**config.mk**
```make
export PLATFORM = sky130hd
export DESIGN_NAME = exec_control
export DESIGN_NICKNAME = d
export VERILOG_FILES = /design/src/design/proc_pkg.sv /design/src/design/exec_control.sv
export SDC_FILE = /design/constraint.sdc
export NUM_CORES = 1
export LEC_CHECK = 0
export ABC_CLOCK_PERIOD_IN_PS = 3000
export BUFFER_PORTS_ARGS = -buffer_cell sky130_fd_sc_hd__buf_4
export CORE_ASPECT_RATIO = 0.6
export CORE_MARGIN = 3
export CORE_UTILIZATION = 35
export CTS_BUF_LIST = sky130_fd_sc_hd__clkbuf_8
export DETAILED_ROUTE_END_ITERATION = 12
export GPL_TIMING_DRIVEN = 0
export PLACE_DENSITY = 0.67
export RECOVER_POWER = 50
export REMOVE_ABC_BUFFERS = 1
export SLEW_MARGIN = 30
export SYNTH_ARGS = -nofsm -noshare
export SYNTH_HDL_FRONTEND = slang
export SYNTH_SLANG_ARGS = --single-unit
```
**constraint.sdc**
```tcl
create_clock -name clk -period 3 [get_ports clk]
set_clock_uncertainty 0.1 [all_clocks]
set_input_delay 0.75 -clock clk [delete_from_list [all_inputs] [get_ports clk]]
set_output_delay 0.75 -clock clk [all_outputs]
set_load 0.005 [all_outputs]
```
**src/design/proc_pkg.sv**
```systemverilog
package proc_pkg;

    ////////////////////////////////////////
    // Widths and sizes
    ////////////////////////////////////////
    localparam int XLEN      = 64;
    localparam int BYTE_W    = 8;
    localparam int INSTR_W   = 32;
    localparam int REG_COUNT = 32;
    localparam int REG_IDX_W = 5;
    localparam int PM_ADDR_W = 6;

    ////////////////////////////////////////
    // Opcodes and function codes
    ////////////////////////////////////////
    localparam logic [6:0] OPC_R_TYPE = 7'b0110011;
    localparam logic [6:0] OPC_I_TYPE = 7'b0010011;
    // Reserved, marks the end of a downloaded program
    localparam logic [6:0] OPC_FINISH = 7'b0001011;

    localparam logic [9:0] F10_ADD  = 10'b0000000000;
    localparam logic [9:0] F10_SUB  = 10'b1000000000;
    localparam logic [9:0] F10_SLL  = 10'b0000000001;
    localparam logic [9:0] F10_SLT  = 10'b0000000010;
    localparam logic [9:0] F10_SLTU = 10'b0000000011;
    localparam logic [9:0] F10_XOR  = 10'b0000000100;
    localparam logic [9:0] F10_SRL  = 10'b0000000101;
    localparam logic [9:0] F10_OR   = 10'b0000000110;
    localparam logic [9:0] F10_AND  = 10'b0000000111;
    localparam logic [9:0] F10_MUL  = 10'b0000001000;

    localparam logic [2:0] F3_ADDI  = 3'b000;
    localparam logic [2:0] F3_SLLI  = 3'b001;
    localparam logic [2:0] F3_SLTI  = 3'b010;
    localparam logic [2:0] F3_SLTIU = 3'b011;
    localparam logic [2:0] F3_XORI  = 3'b100;
    localparam logic [2:0] F3_SRLI  = 3'b101;
    localparam logic [2:0] F3_ORI   = 3'b110;
    localparam logic [2:0] F3_ANDI  = 3'b111;

    ////////////////////////////////////////
    // Instruction word views
    ////////////////////////////////////////
    typedef struct packed {
        logic [REG_IDX_W-1:0] rd;
        logic [REG_IDX_W-1:0] rs1;
        logic [REG_IDX_W-1:0] rs2;
        logic [9:0]           funct10;
        logic [6:0]           opcode;
    } r_fields_t;

    // Immediate sits where rs2 and the upper funct10 bits are in R-type
    typedef struct packed {
        logic [REG_IDX_W-1:0] rd;
        logic [REG_IDX_W-1:0] rs1;
        logic [4:0]           imm_hi;
        logic [6:0]           imm_lo;
        logic [2:0]           funct3;
        logic [6:0]           opcode;
    } i_fields_t;

    typedef union packed {
        r_fields_t r_view;
        i_fields_t i_view;
    } instr_u;

    typedef enum logic [3:0] {
        alu_add,
        alu_sub,
        alu_sll,
        alu_srl,
        alu_slt,
        alu_sltu,
        alu_and,
        alu_xor,
        alu_or,
        alu_mul
    } alu_op_t;

    typedef struct packed {
        alu_op_t         op;
        logic [XLEN-1:0] a;
        logic [XLEN-1:0] b;
    } alu_req_t;

    typedef struct packed {
        logic                 valid;
        logic [REG_IDX_W-1:0] rd;
        logic [XLEN-1:0]      data;
    } wb_t;

    typedef struct packed {
        logic [PM_ADDR_W-1:0] addr;
        logic [BYTE_W-1:0]    data;
    } pm_wr_t;

    typedef enum logic [1:0] {
        mode_idle,
        mode_load,
        mode_run
    } proc_mode_t;

endpackage

```
**src/design/exec_control.sv**
```systemverilog
`timescale 1ns/100ps

module exec_control (
    input  logic                           clk,
    input  logic                           rst_n,
    input  logic                           load_done,
    input  logic                           boot,
    input  proc_pkg::instr_u               instr,
    input  logic                           legal,
    output proc_pkg::instr_u               instr_q,
    output logic                           idle,
    output logic                           wb_en,
    output logic [proc_pkg::REG_IDX_W-1:0] wb_rd
);

    typedef enum logic [1:0] {
        st_ready,
        st_exec,
        st_wb
    } run_state_t;

    run_state_t state;
    logic       armed;
    logic       accept;

    // Boots before the program is loaded, or while busy, are dropped
    assign accept = armed && (state == st_ready) && boot;
    assign idle   = (state == st_ready);
    assign wb_rd  = instr_q.r_view.rd;

    ////////////////////////////////////////
    // Run sequencer
    ////////////////////////////////////////
    always_ff @(posedge clk or negedge rst_n) begin
        if (!rst_n) begin
            state <= st_ready;
            armed <= 1'b0;
            wb_en <= 1'b0;
        end else begin
            if (load_done) begin
                armed <= 1'b1;
            end
            case (state)
                st_ready: begin
                    if (accept) begin
                        state <= st_exec;
                    end
                end
                st_exec: begin
                    // ALU result lands on this edge, write it on the next
                    state <= st_wb;
                    wb_en <= legal;
                end
                st_wb: begin
                    state <= st_ready;
                    wb_en <= 1'b0;
                end
                default: state <= st_ready;
            endcase
        end
    end

    // Instruction register
    always_ff @(posedge clk) begin
        if (accept) begin
            instr_q <= instr;
        end
    end

    a_wb_single_cycle : assert property (
        @(posedge clk) disable iff (!rst_n) wb_en |=> !wb_en);

endmodule

```
* After elaboration in Yosys (flattened, before gate mapping)
Index checks and enable logic that the tools add are counted.
Widths: inputs -> output; s select.
** Operators by class
- Multiplexer cells :: 3
- Equality and inequality tests :: 3
- Reduce and logical (&&, ||, !) cells :: 4
** Operator list (number)
- $pmux 2 s2 :: 1
- $eq 2x1->1 const B :: 1
- $eq 2x2->1 const B :: 1
- $logic_and 1x1->1 :: 2
- $logic_not 2->1 :: 1
- $mux 2 :: 1
- $ne 2x1->1 const B :: 1
- $pmux 1 s2 :: 1
- $reduce_bool 2->1 :: 1
** Storage, ports and cells
- Input port bits :: 37
- Logic and storage cells :: 14
- Flip-flop bits (word level) :: 36
- Output and inout port bits :: 39

* Logic depth before layout (Yosys ltp)
Gate-level depths: netlist (run 1).
- Word-level depth :: 5
- Gate-level depth with buffers :: 4
- Depth with buffers taken out :: 4

* Worst setup path before layout (run 1)
Ideal clock, no wire load.
- Path type :: input port to flip-flop
- From :: in boot
- To :: reg instr_q[0] (netlist name), enable pin
- Data required time :: 2.526 ns
- Buffers on the path :: 0
- Library setup time :: 0.374 ns
- Data arrival time :: 1.277 ns
- Stages on the path :: 1
- Setup slack :: 1.249 ns
- Cells stage by stage :: and3_2
** Between the ends
- Word-level cells in the longest chain between the ends :: 1
** RTL lines
- start, declared :: line exec_control.sv:7 : input logic boot,
- $logic_and 1x1->1 :: line exec_control.sv:27 : assign accept = armed && (state == st_ready) && boot;
- end signal, assigned :: line exec_control.sv:66 : instr_q <= instr;
- end, declared :: line exec_control.sv:10 : output proc_pkg::instr_u instr_q,
No other way between the ends.
A chain may end at the register's enable or synchronous reset.

* Worst setup path after layout (run 1)
- From :: reg state[0]
- To :: out idle
** Between the ends
- Word-level cells in the longest chain between the ends :: 1
** RTL lines
- start, declared :: line exec_control.sv:22 : run_state_t state;
- start signal, assigned :: line exec_control.sv:36 : state <= st_ready;
- start signal, assigned :: line exec_control.sv:46 : state <= st_exec;
- start signal, assigned :: line exec_control.sv:51 : state <= st_wb;
- $logic_not 2->1 :: line exec_control.sv:28 : assign idle = (state == st_ready);
- end, declared :: line exec_control.sv:11 : output logic idle,
No other way between the ends.

==> flow_summary.json, run 1 <==
{
  "finalSetupViolations": 0,
  "wire_per_inst_um": 12.74,
  "rows": 15,
  "ioPinCount": 76,
  "synth_top_area_share_pct": 79.34,
  "ant_nets": 0,
  "cellPowerDensity_mw_per_mm2": 722.4,
  "die_w_um": 81.95,
  "cts_resized": 0,
  "drtIter0Drc": 32,
  "drc_errors": 0,
  "synth_area_sq_mm": 0.001211,
  "grt_pass1_vias": 760,
  "start_util_pct": 39.35,
  "yosys_warnings": 0,
  "area_growth_pct": 52.89,
  "setup_slack_ns": 1.056,
  "layout_common_cells": "clkbuf_4 (45), edfxtp_1 (32), buf_4 (26)",
  "ys_types": 13,
  "vdd_drop_max_v": 0.0003540,
  "arrival_ns": 1.09,
  "outcome": "completed",
  "synth_top_area_cell": "edfxtp_1",
  "ctsHtreeMaxLevel": 2,
  "end_kind": "output port",
  "dpl.hpwl_um": 1747,
  "drv_cap": 0,
  "ys_seq_elements": 36,
  "dr.pass1.iters": 3,
  "yosysSeqAreaShare_pct": 87.60,
  "nets": 172,
  "cts_inserted_buffers": 5,
  "overflow": 0,
  "drive_gt1_share_pct": 60.15,
  "tightest_slew_ns": 0.6950,
  "synthCells": 55,
  "dieArea_sq_mm": 0.004225,
  "power_leakage_nw": 0.7892,
  "max_freq_mhz": 514.5,
  "critPathKind": "reg -> out",
  "clock_sinks": 36,
  "slowest_delay_ns": 0.38,
  "via_per_inst": 4.303,
  "hold_class": "in -> async",
  "grt_max_degree": 33,
  "grt_first_pass_wirelength_um": 3332,
  "cp.required_ns": 2.15,
  "post-place-ws_ns": 0.9975,
  "postCtsSetupRepairBufs": 0,
  "clk_latency_ns": 0.27,
  "io_buffers": 75,
  "critical-path-slowest-cell": "dfrtp_1",
  "routed_wl_um": 2230,
  "grt_setup_unrepaired": "no",
  "antenna_found_initial": 0,
  "maxSlewViolCount": 0,
  "chipHeight_um": 51.57,
  "finalHoldViolations": 0,
  "tns_ns": 0,
  "start_kind": "register",
  "vias": 753,
  "cts-root-buf": "clkbuf_8",
  "cts_buffer_depth": 2,
  "clk_pin_slew_ns": 0.07,
  "min_period_over_period_pct": 64.79,
  "place_congestion": 0.6816,
  "avgSynthCellArea_sq_um": 22.02,
  "crit_chain": "inv_1 > ha_1 > buf_4",
  "coreArea_sq_mm": 0.003078,
  "crit_fanout": 4,
  "synthTopCellsByArea": "edfxtp_1 (79%), dfrtp_1 (8.3%), buf_4 (3.1%)",
  "grtUsageTotal_pct": 11.36,
  "diodes": 0,
  "relSlewSlack_pct": 53.67,
  "post-route-min-period_ns": 1.944,
  "cts_tree": "built",
  "final_common_cell": "clkbuf_4",
  "ctsHoldBuffers": 0
}
## path summary, 6_finish.rpt
check	from	endpoint	slack, ns	cells after the start
min reg2reg	armed$_DFFE_PN0P_	armed$_DFFE_PN0P_	0.43	1
min in group clk	armed$_DFFE_PN0P_	armed$_DFFE_PN0P_	0.43	1
max reg2reg	state[0]$_DFFE_PN0P_	instr_q[3]$_DFFE_PP_	1.18	3
max in group asynchronous	rst_n	state[0]$_DFFE_PN0P_	2.42	1
max	state[0]$_DFFE_PN0P_	idle	1.06	3
min	rst_n	armed$_DFFE_PN0P_	0.19	1
## worst max-delay path: cells and delay by family (launching register included)
| family | cells | cell delay, ns |
|---|---|---|
| flops | 1 | 0.38 |
| buf+inv | 2 | 0.22 |
| fa+ha+maj | 1 | 0.23 |
## layout make-up
class	count	area, sq um
inverters	3	11.26
flip-flops and latches	36	1061
multi-input cells	11	97.59
clock inverters	3	12.51
repair buffers	75	548.0
well taps	42	52.55
clock buffers	5	68.82
fillers	249	1226
## power by group
part	leakage (nW)	internal (mW)	total, mW	switching [mW]
combinational	0.392	0.176	0.316	0.140
sequential	0.347	0.680	0.717	0.0368
clock	0.0505	0.156	0.305	0.149
total	0.789	1.01	1.34	0.326
## metrics by stage
stage / hold slack [ns] / power, mW / area (sq um) / util [%] / std cells
after floorplan: 0.3544 / 0.8395 / 1174 / - / 50
after global placement: 0.4219 / 1.054 / 1789 / 58.13 / 167
after detailed placement: 0.4337 / 1.065 / 1789 / 58.13 / 167
after CTS: 0.1502 / 1.374 / 1871 / 60.77 / 175
after global routing: 0.1948 / 1.426 / 1852 / 60.16 / 175
final: 0.1940 / 1.338 / 1852 / 60.16 / 175
## metal layers
metal / share of wire, % / vias to the layer above / global-route usage, %
li1: - / 349 / -
met1: 35 / 351 / 10.97
met2: 48 / 51 / 18.90
met3: 17 / 2 / 8.651
met4: 0.58 / 0 / 3.315
met5: 0 / - / 0
## flip-flops by register name (all words and copies together), names as in the netlist
register / count
armed: 1
instr_q: 32
wb_en: 1
state: 2
## cells in the mapped netlist
cell,count
ha_1,3
or2_2,1
dfrtp_1,4
o21ai_0,1
buf_4,5
nand3b_1,1
edfxtp_1,32
inv_1,3
mux2_4,1
a21boi_2,1
and3_2,1
nor2b_1,1
a21oi_1,1
## cell families after synthesis
logic type	count (synthesis)	share of synthesized area (%)
AOI/OAI and AO/OA	3	1.755
adders and majority gates	3	3.100
buffers and inverters	8	4.029
DFF	36	87.60
muxes	1	1.239
and+or+nand+nor	4	2.274
No activity file was read; power rests on OpenSTA's default activity.
==> inputs of run 2 (changes only) <==
ABC_CLOCK_PERIOD_IN_PS = 1700   (was 3000)
PLACE_DENSITY = 0.69   (was 0.67)
clock period = 1.7 ns   (was 3 ns; I/O delays follow)
==> flow_summary.json, run 2 (same netlist as run 1, synthesis figures left out) <==
{
  "dpl.hpwl_um": 1935,
  "post_dp_cell_area_sq_mm": 0.001789,
  "grt_pass1_vias": 834,
  "min_period_over_period_pct": 93.37,
  "max_freq_mhz": 630.0,
  "clock_sinks": 36,
  "fill_cells": 243,
  "coreArea_sq_mm": 0.003078,
  "critical-path-slowest-cell": "and3_4",
  "vdd_drop_max_v": 0.0006560,
  "cp.required_ns": 1.53,
  "cts-root-buf": "clkbuf_8",
  "ant_nets": 0,
  "vias": 730,
  "chipHeight_um": 51.57,
  "worstPathBufferInverterCount": 1,
  "start_util_pct": 39.35,
  "stdcell_area_sq_mm": 0.001916,
  "cts_tree": "built",
  "grt_setup_unrepaired": "no",
  "ctsHtreeMaxLevel": 2,
  "antenna_found_initial": 0,
  "hold_class": "in -> reg",
  "final_core_util_pct": 62.24,
  "wire_per_inst_um": 14.26,
  "end_kind": "register",
  "ioPinCount": 76,
  "power_leakage_nw": 0.8093,
  "grt_max_degree": 33,
  "crit_fanout": 32,
  "crit_chain": "inv_2 > ha_4 > and3_4",
  "holdWs_ns": 0.2372,
  "maxSlewViolCount": 0,
  "slowest_delay_ns": 0.46,
  "dieArea_sq_mm": 0.004225,
  "nets": 173,
  "tns_ns": 0,
  "top_register": "instr_q",
  "drc_errors": 0,
  "power_mw": 2.597,
  "crit_family": "simple AND/OR/NAND/NOR gates",
  "grtUsageTotal_pct": 13.47,
  "post-route-min-period_ns": 1.587,
  "die_w_um": 81.95,
  "relSlewSlack_pct": 71.76,
  "arrival_ns": 1.42,
  "final_common_cell": "clkbuf_4",
  "clk_pin_slew_ns": 0.07,
  "overflow": 0,
  "io_buffers": 75,
  "tightest_slew_ns": 0.4236,
  "finalSetupViolations": 0,
  "critPathKind": "reg -> reg",
  "place_congestion": 0.6337,
  "drtIter0Drc": 11,
  "cellPowerDensity_mw_per_mm2": 1356,
  "finalHoldViolations": 0,
  "start_kind": "register",
  "cts_buffer_depth": 2,
  "layout_common_cells": "clkbuf_4 (47), edfxtp_1 (32), buf_4 (26)",
  "grt_first_pass_wirelength_um": 3884,
  "via_per_inst": 4.148,
  "dr.pass1.iters": 4,
  "drv_cap": 0,
  "reg.largest.list": "instr_q (32), state (2)",
  "clk_latency_ns": 0.27,
  "outcome": "completed",
  "rows": 15,
  "largest_register_ffs": 32,
  "diodes": 0,
  "drive_gt1_share_pct": 64.93,
  "area_growth_pct": 58.16,
  "routed_wl_um": 2509,
  "cts_inserted_buffers": 5
}
run 2: cell count changes in the layout (fill, tap and decap cells not counted), sizes merged:
cell	before	now
bufinv	0	1
dlygate4sd3	0	1
inv	5	4
run 2: final cells by class:
type	instances	area (sq um)	share of cell area, %
inverters	3	11.26	0.5879
clock inverters	3	38.79	2.025
clock buffers	5	68.82	3.592
repair buffers	76	565.5	29.52
multi-input cells	11	117.6	6.140
well taps	42	52.55	2.743
flip-flops and latches	36	1061	55.39
run 2: worst paths after layout:
path / from / end / depth (start not counted) / slack (ns)
hold / removal: instr[15] / instr_q[15]$_DFFE_PP_ / 1 / 0.24
max in group asynchronous: rst_n / state[1]$_DFFE_PN0P_ / 2 / 0.90
hold reg to reg: armed$_DFFE_PN0P_ / armed$_DFFE_PN0P_ / 1 / 0.45
setup reg to reg: state[0]$_DFFE_PN0P_ / instr_q[31]$_DFFE_PP_ / 3 / 0.11
setup / recovery: state[0]$_DFFE_PN0P_ / instr_q[31]$_DFFE_PP_ / 3 / 0.11
min in group asynchronous: rst_n / wb_en$_DFFE_PN0P_ / 2 / 0.41
run 2: per-stage QoR:
stage                     cells  setup slack [ns]
after floorplan              50           0.04988
after global placement      167           -0.1192
after detailed placement    167           -0.1564
after CTS                   176           0.02295
after global routing        176           0.01558
final                       176            0.1127
run 2: what timing repair did:
action	CTS	global route
endpoints found under the setup margin	32	33
hold buffers	1	0
gates resized for setup	1	4
hold endpoints to repair	4	0
buffers inserted	0	0
pin swaps	0	1
run 2: worst reg2reg max path: stages (launching register included):
cell,delay [ns]
dfrtp_1,0.42
inv_2,0.10
ha_4,0.15
and3_4,0.46
run 2: layer usage:
| metal | global-route usage [%] | routed length, um | up-vias |
|---|---|---|---|
| li1 | - | - | 353 |
| met1 | 14.56 | 919 | 329 |
| met2 | 20.38 | 1227 | 45 |
| met3 | 8.824 | 348 | 3 |
| met4 | 6.630 | 13 | 0 |
| met5 | 0 | 0 | - |
run 2: report_power, final:
| group | internal (mW) | switching (mW) |
|---|---|---|
| Clock | 0.429 | 0.282 |
| Combinational | 0.350 | 0.264 |
| Sequential | 1.20 | 0.0746 |
| Total | 1.98 | 0.621 |
==> inputs of run 3 (changes only) <==
RECOVER_POWER = 25   (was 50)
==> flow_summary.json, run 3 (same netlist as run 1, synthesis figures left out) <==
{
  "reg.largest.list": "instr_q (32), state (2)",
  "final_common_cell": "buf_4",
  "critical-path-slowest-cell": "and3_4",
  "cts_inserted_buffers": 5,
  "setup_slack_ns": 0.1129,
  "cp.required_ns": 1.53,
  "slowest_delay_ns": 0.46,
  "dr.pass1.iters": 4,
  "dp.cells": 167,
  "grt_pass1_vias": 834,
  "via_per_inst": 4.148,
  "crit_family": "simple AND/OR/NAND/NOR gates",
  "worstPathBufferInverterCount": 1,
  "max_freq_mhz": 630.1,
  "ff2ff_setup_slack_ns": 0.11,
  "dpl.hpwl_um": 1935,
  "dieArea_sq_mm": 0.004225,
  "finalSetupViolations": 0,
  "top_usage_layer": "met2",
  "critPathKind": "reg -> reg",
  "top_register": "instr_q",
  "start_util_pct": 39.35,
  "hold_class": "in -> reg",
  "fin_cells": 176,
  "nets": 173,
  "drv_cap": 0,
  "hold_end": "instr_q[20]$_DFFE_PP_",
  "min_period_over_period_pct": 93.36,
  "tightest_slew_ns": 0.4234,
  "ioPinCount": 76,
  "grt_util_met2_pct": 20.38,
  "antenna_found_initial": 0,
  "holdPathStages": 1,
  "cellPowerDensity_mw_per_mm2": 1357,
  "regToRegEndpoint": "instr_q[31]$_DFFE_PP_",
  "chipHeight_um": 51.57,
  "cts-root-buf": "clkbuf_8",
  "die_w_um": 81.95,
  "drc_errors": 0,
  "crit_chain": "inv_2 > ha_4 > and3_4",
  "drive_gt1_share_pct": 66.42,
  "power_leakage_nw": 0.8207,
  "relSlewSlack_pct": 71.78,
  "layout_common_cells": "buf_4 (48), edfxtp_1 (32), clkbuf_4 (27)",
  "drtIter0Drc": 9,
  "r2r-start": "state[0]$_DFFE_PN0P_",
  "postCtsSetupRepairBufs": 0,
  "coreArea_sq_mm": 0.003078,
  "use_met1_pct": 14.56,
  "crit_fanout": 32,
  "area_growth_pct": 58.78,
  "grtUsageTotal_pct": 13.47,
  "fill_cells": 241,
  "largest_register_ffs": 32,
  "outcome": "completed",
  "io_buffers": 75,
  "vdd_drop_max_v": 0.0006597,
  "cts_tree": "built",
  "ctsHtreeMaxLevel": 2,
  "clock_sinks": 36,
  "clk_pin_slew_ns": 0.06,
  "routed_wl_um": 2525,
  "min_from": "instr[20]",
  "place_congestion": 0.6337,
  "rows": 15,
  "arrival_ns": 1.42,
  "diodes": 0,
  "r2r_cells": 3,
  "grt_first_pass_wirelength_um": 3884,
  "grt_max_degree": 33,
  "wire_per_inst_um": 14.35,
  "gr-usage-met3_pct": 8.824,
  "cts_buffer_depth": 2,
  "multi_input_area_sq_um": 117.6,
  "vias": 730,
  "finalHoldViolations": 0,
  "overflow": 0,
  "ant_nets": 0,
  "start_kind": "register",
  "seq_area_sq_mm": 0.001061,
  "end_kind": "register",
  "clk_latency_ns": 0.27,
  "maxSlewViolCount": 0,
  "post-place-ws_ns": -0.1564,
  "post-route-min-period_ns": 1.587,
  "grt_setup_unrepaired": "no"
}
run 3: what timing repair did:
item | 4_1_cts | 5_1_grt
endpoints found under the hold margin | 4 | 0
hold buffers | 1 | 0
gates resized for setup | 1 | 4
setup endpoints to repair | 32 | 33
pin swaps | 0 | 1
run 3: worst max path at each step:
stage | endpoint | from | slack (ns) | depth (start not counted)
3_5_place_dp | instr_q[8]$_DFFE_PP_ | state[1]$_DFFE_PN0P_ | -0.16 | 3
4_1_cts | idle | state[0]$_DFFE_PN0P_ | 0.02 | 3
3_3_place_gp | instr_q[19]$_DFFE_PP_ | state[0]$_DFFE_PN0P_ | -0.12 | 3
6_report | instr_q[31]$_DFFE_PP_ | state[0]$_DFFE_PN0P_ | 0.11 | 3
2_1_floorplan | instr_q[0]$_DFFE_PP_ | state[0]$_DFFE_PN0P_ | 0.05 | 3
5_1_grt | instr_q[9]$_DFFE_PP_ | state[0]$_DFFE_PN0P_ | 0.02 | 3
run 3: layout make-up:
cell class                      count  area share [%]
Clock inverter                      3           2.017
Sequential cell                    36           55.17
Inverter                            3          0.5856
Tap cell                           42           2.733
Multi-Input combinational cell     11           6.116
Timing Repair Buffer               76           29.80
Clock buffer                        5           3.578
run 3: metal layers:
| layer | vias up | part of all wire [%] |
|---|---|---|
| met3 | 3 | 14 |
| met2 | 45 | 49 |
| met5 | - | 0 |
| met1 | 329 | 36 |
| li1 | 353 | - |
| met4 | 0 | 0.51 |
run 3: power breakdown:
| part | total [mW] | internal [mW] | switching (mW) |
|---|---|---|---|
| clock | 0.711 | 0.429 | 0.282 |
| combinational | 0.625 | 0.361 | 0.264 |
| sequential | 1.27 | 1.20 | 0.0760 |
| total | 2.61 | 1.99 | 0.622 |
run 3: worst register-to-register path: stages (launching register included):
cell and delay [ns]:
dfrtp_1 0.42, inv_2 0.10, ha_4 0.15, and3_4 0.46
run 3: through the flow:
step / setup TNS (ns) / hold slack (ns) / power (mW) / cell area [sq um] / util, %
floorplan: 0 / 0.02941 / 1.481 / 1174 / -
global placement: -3.761 / 0.1238 / 1.866 / 1789 / 58.13
detailed placement: -4.949 / 0.1283 / 1.886 / 1789 / 58.13
CTS: 0 / 0.2044 / 2.613 / 1911 / 62.07
global route: 0 / 0.2112 / 2.771 / 1923 / 62.48
finish: 0 / 0.2239 / 2.609 / 1923 / 62.48
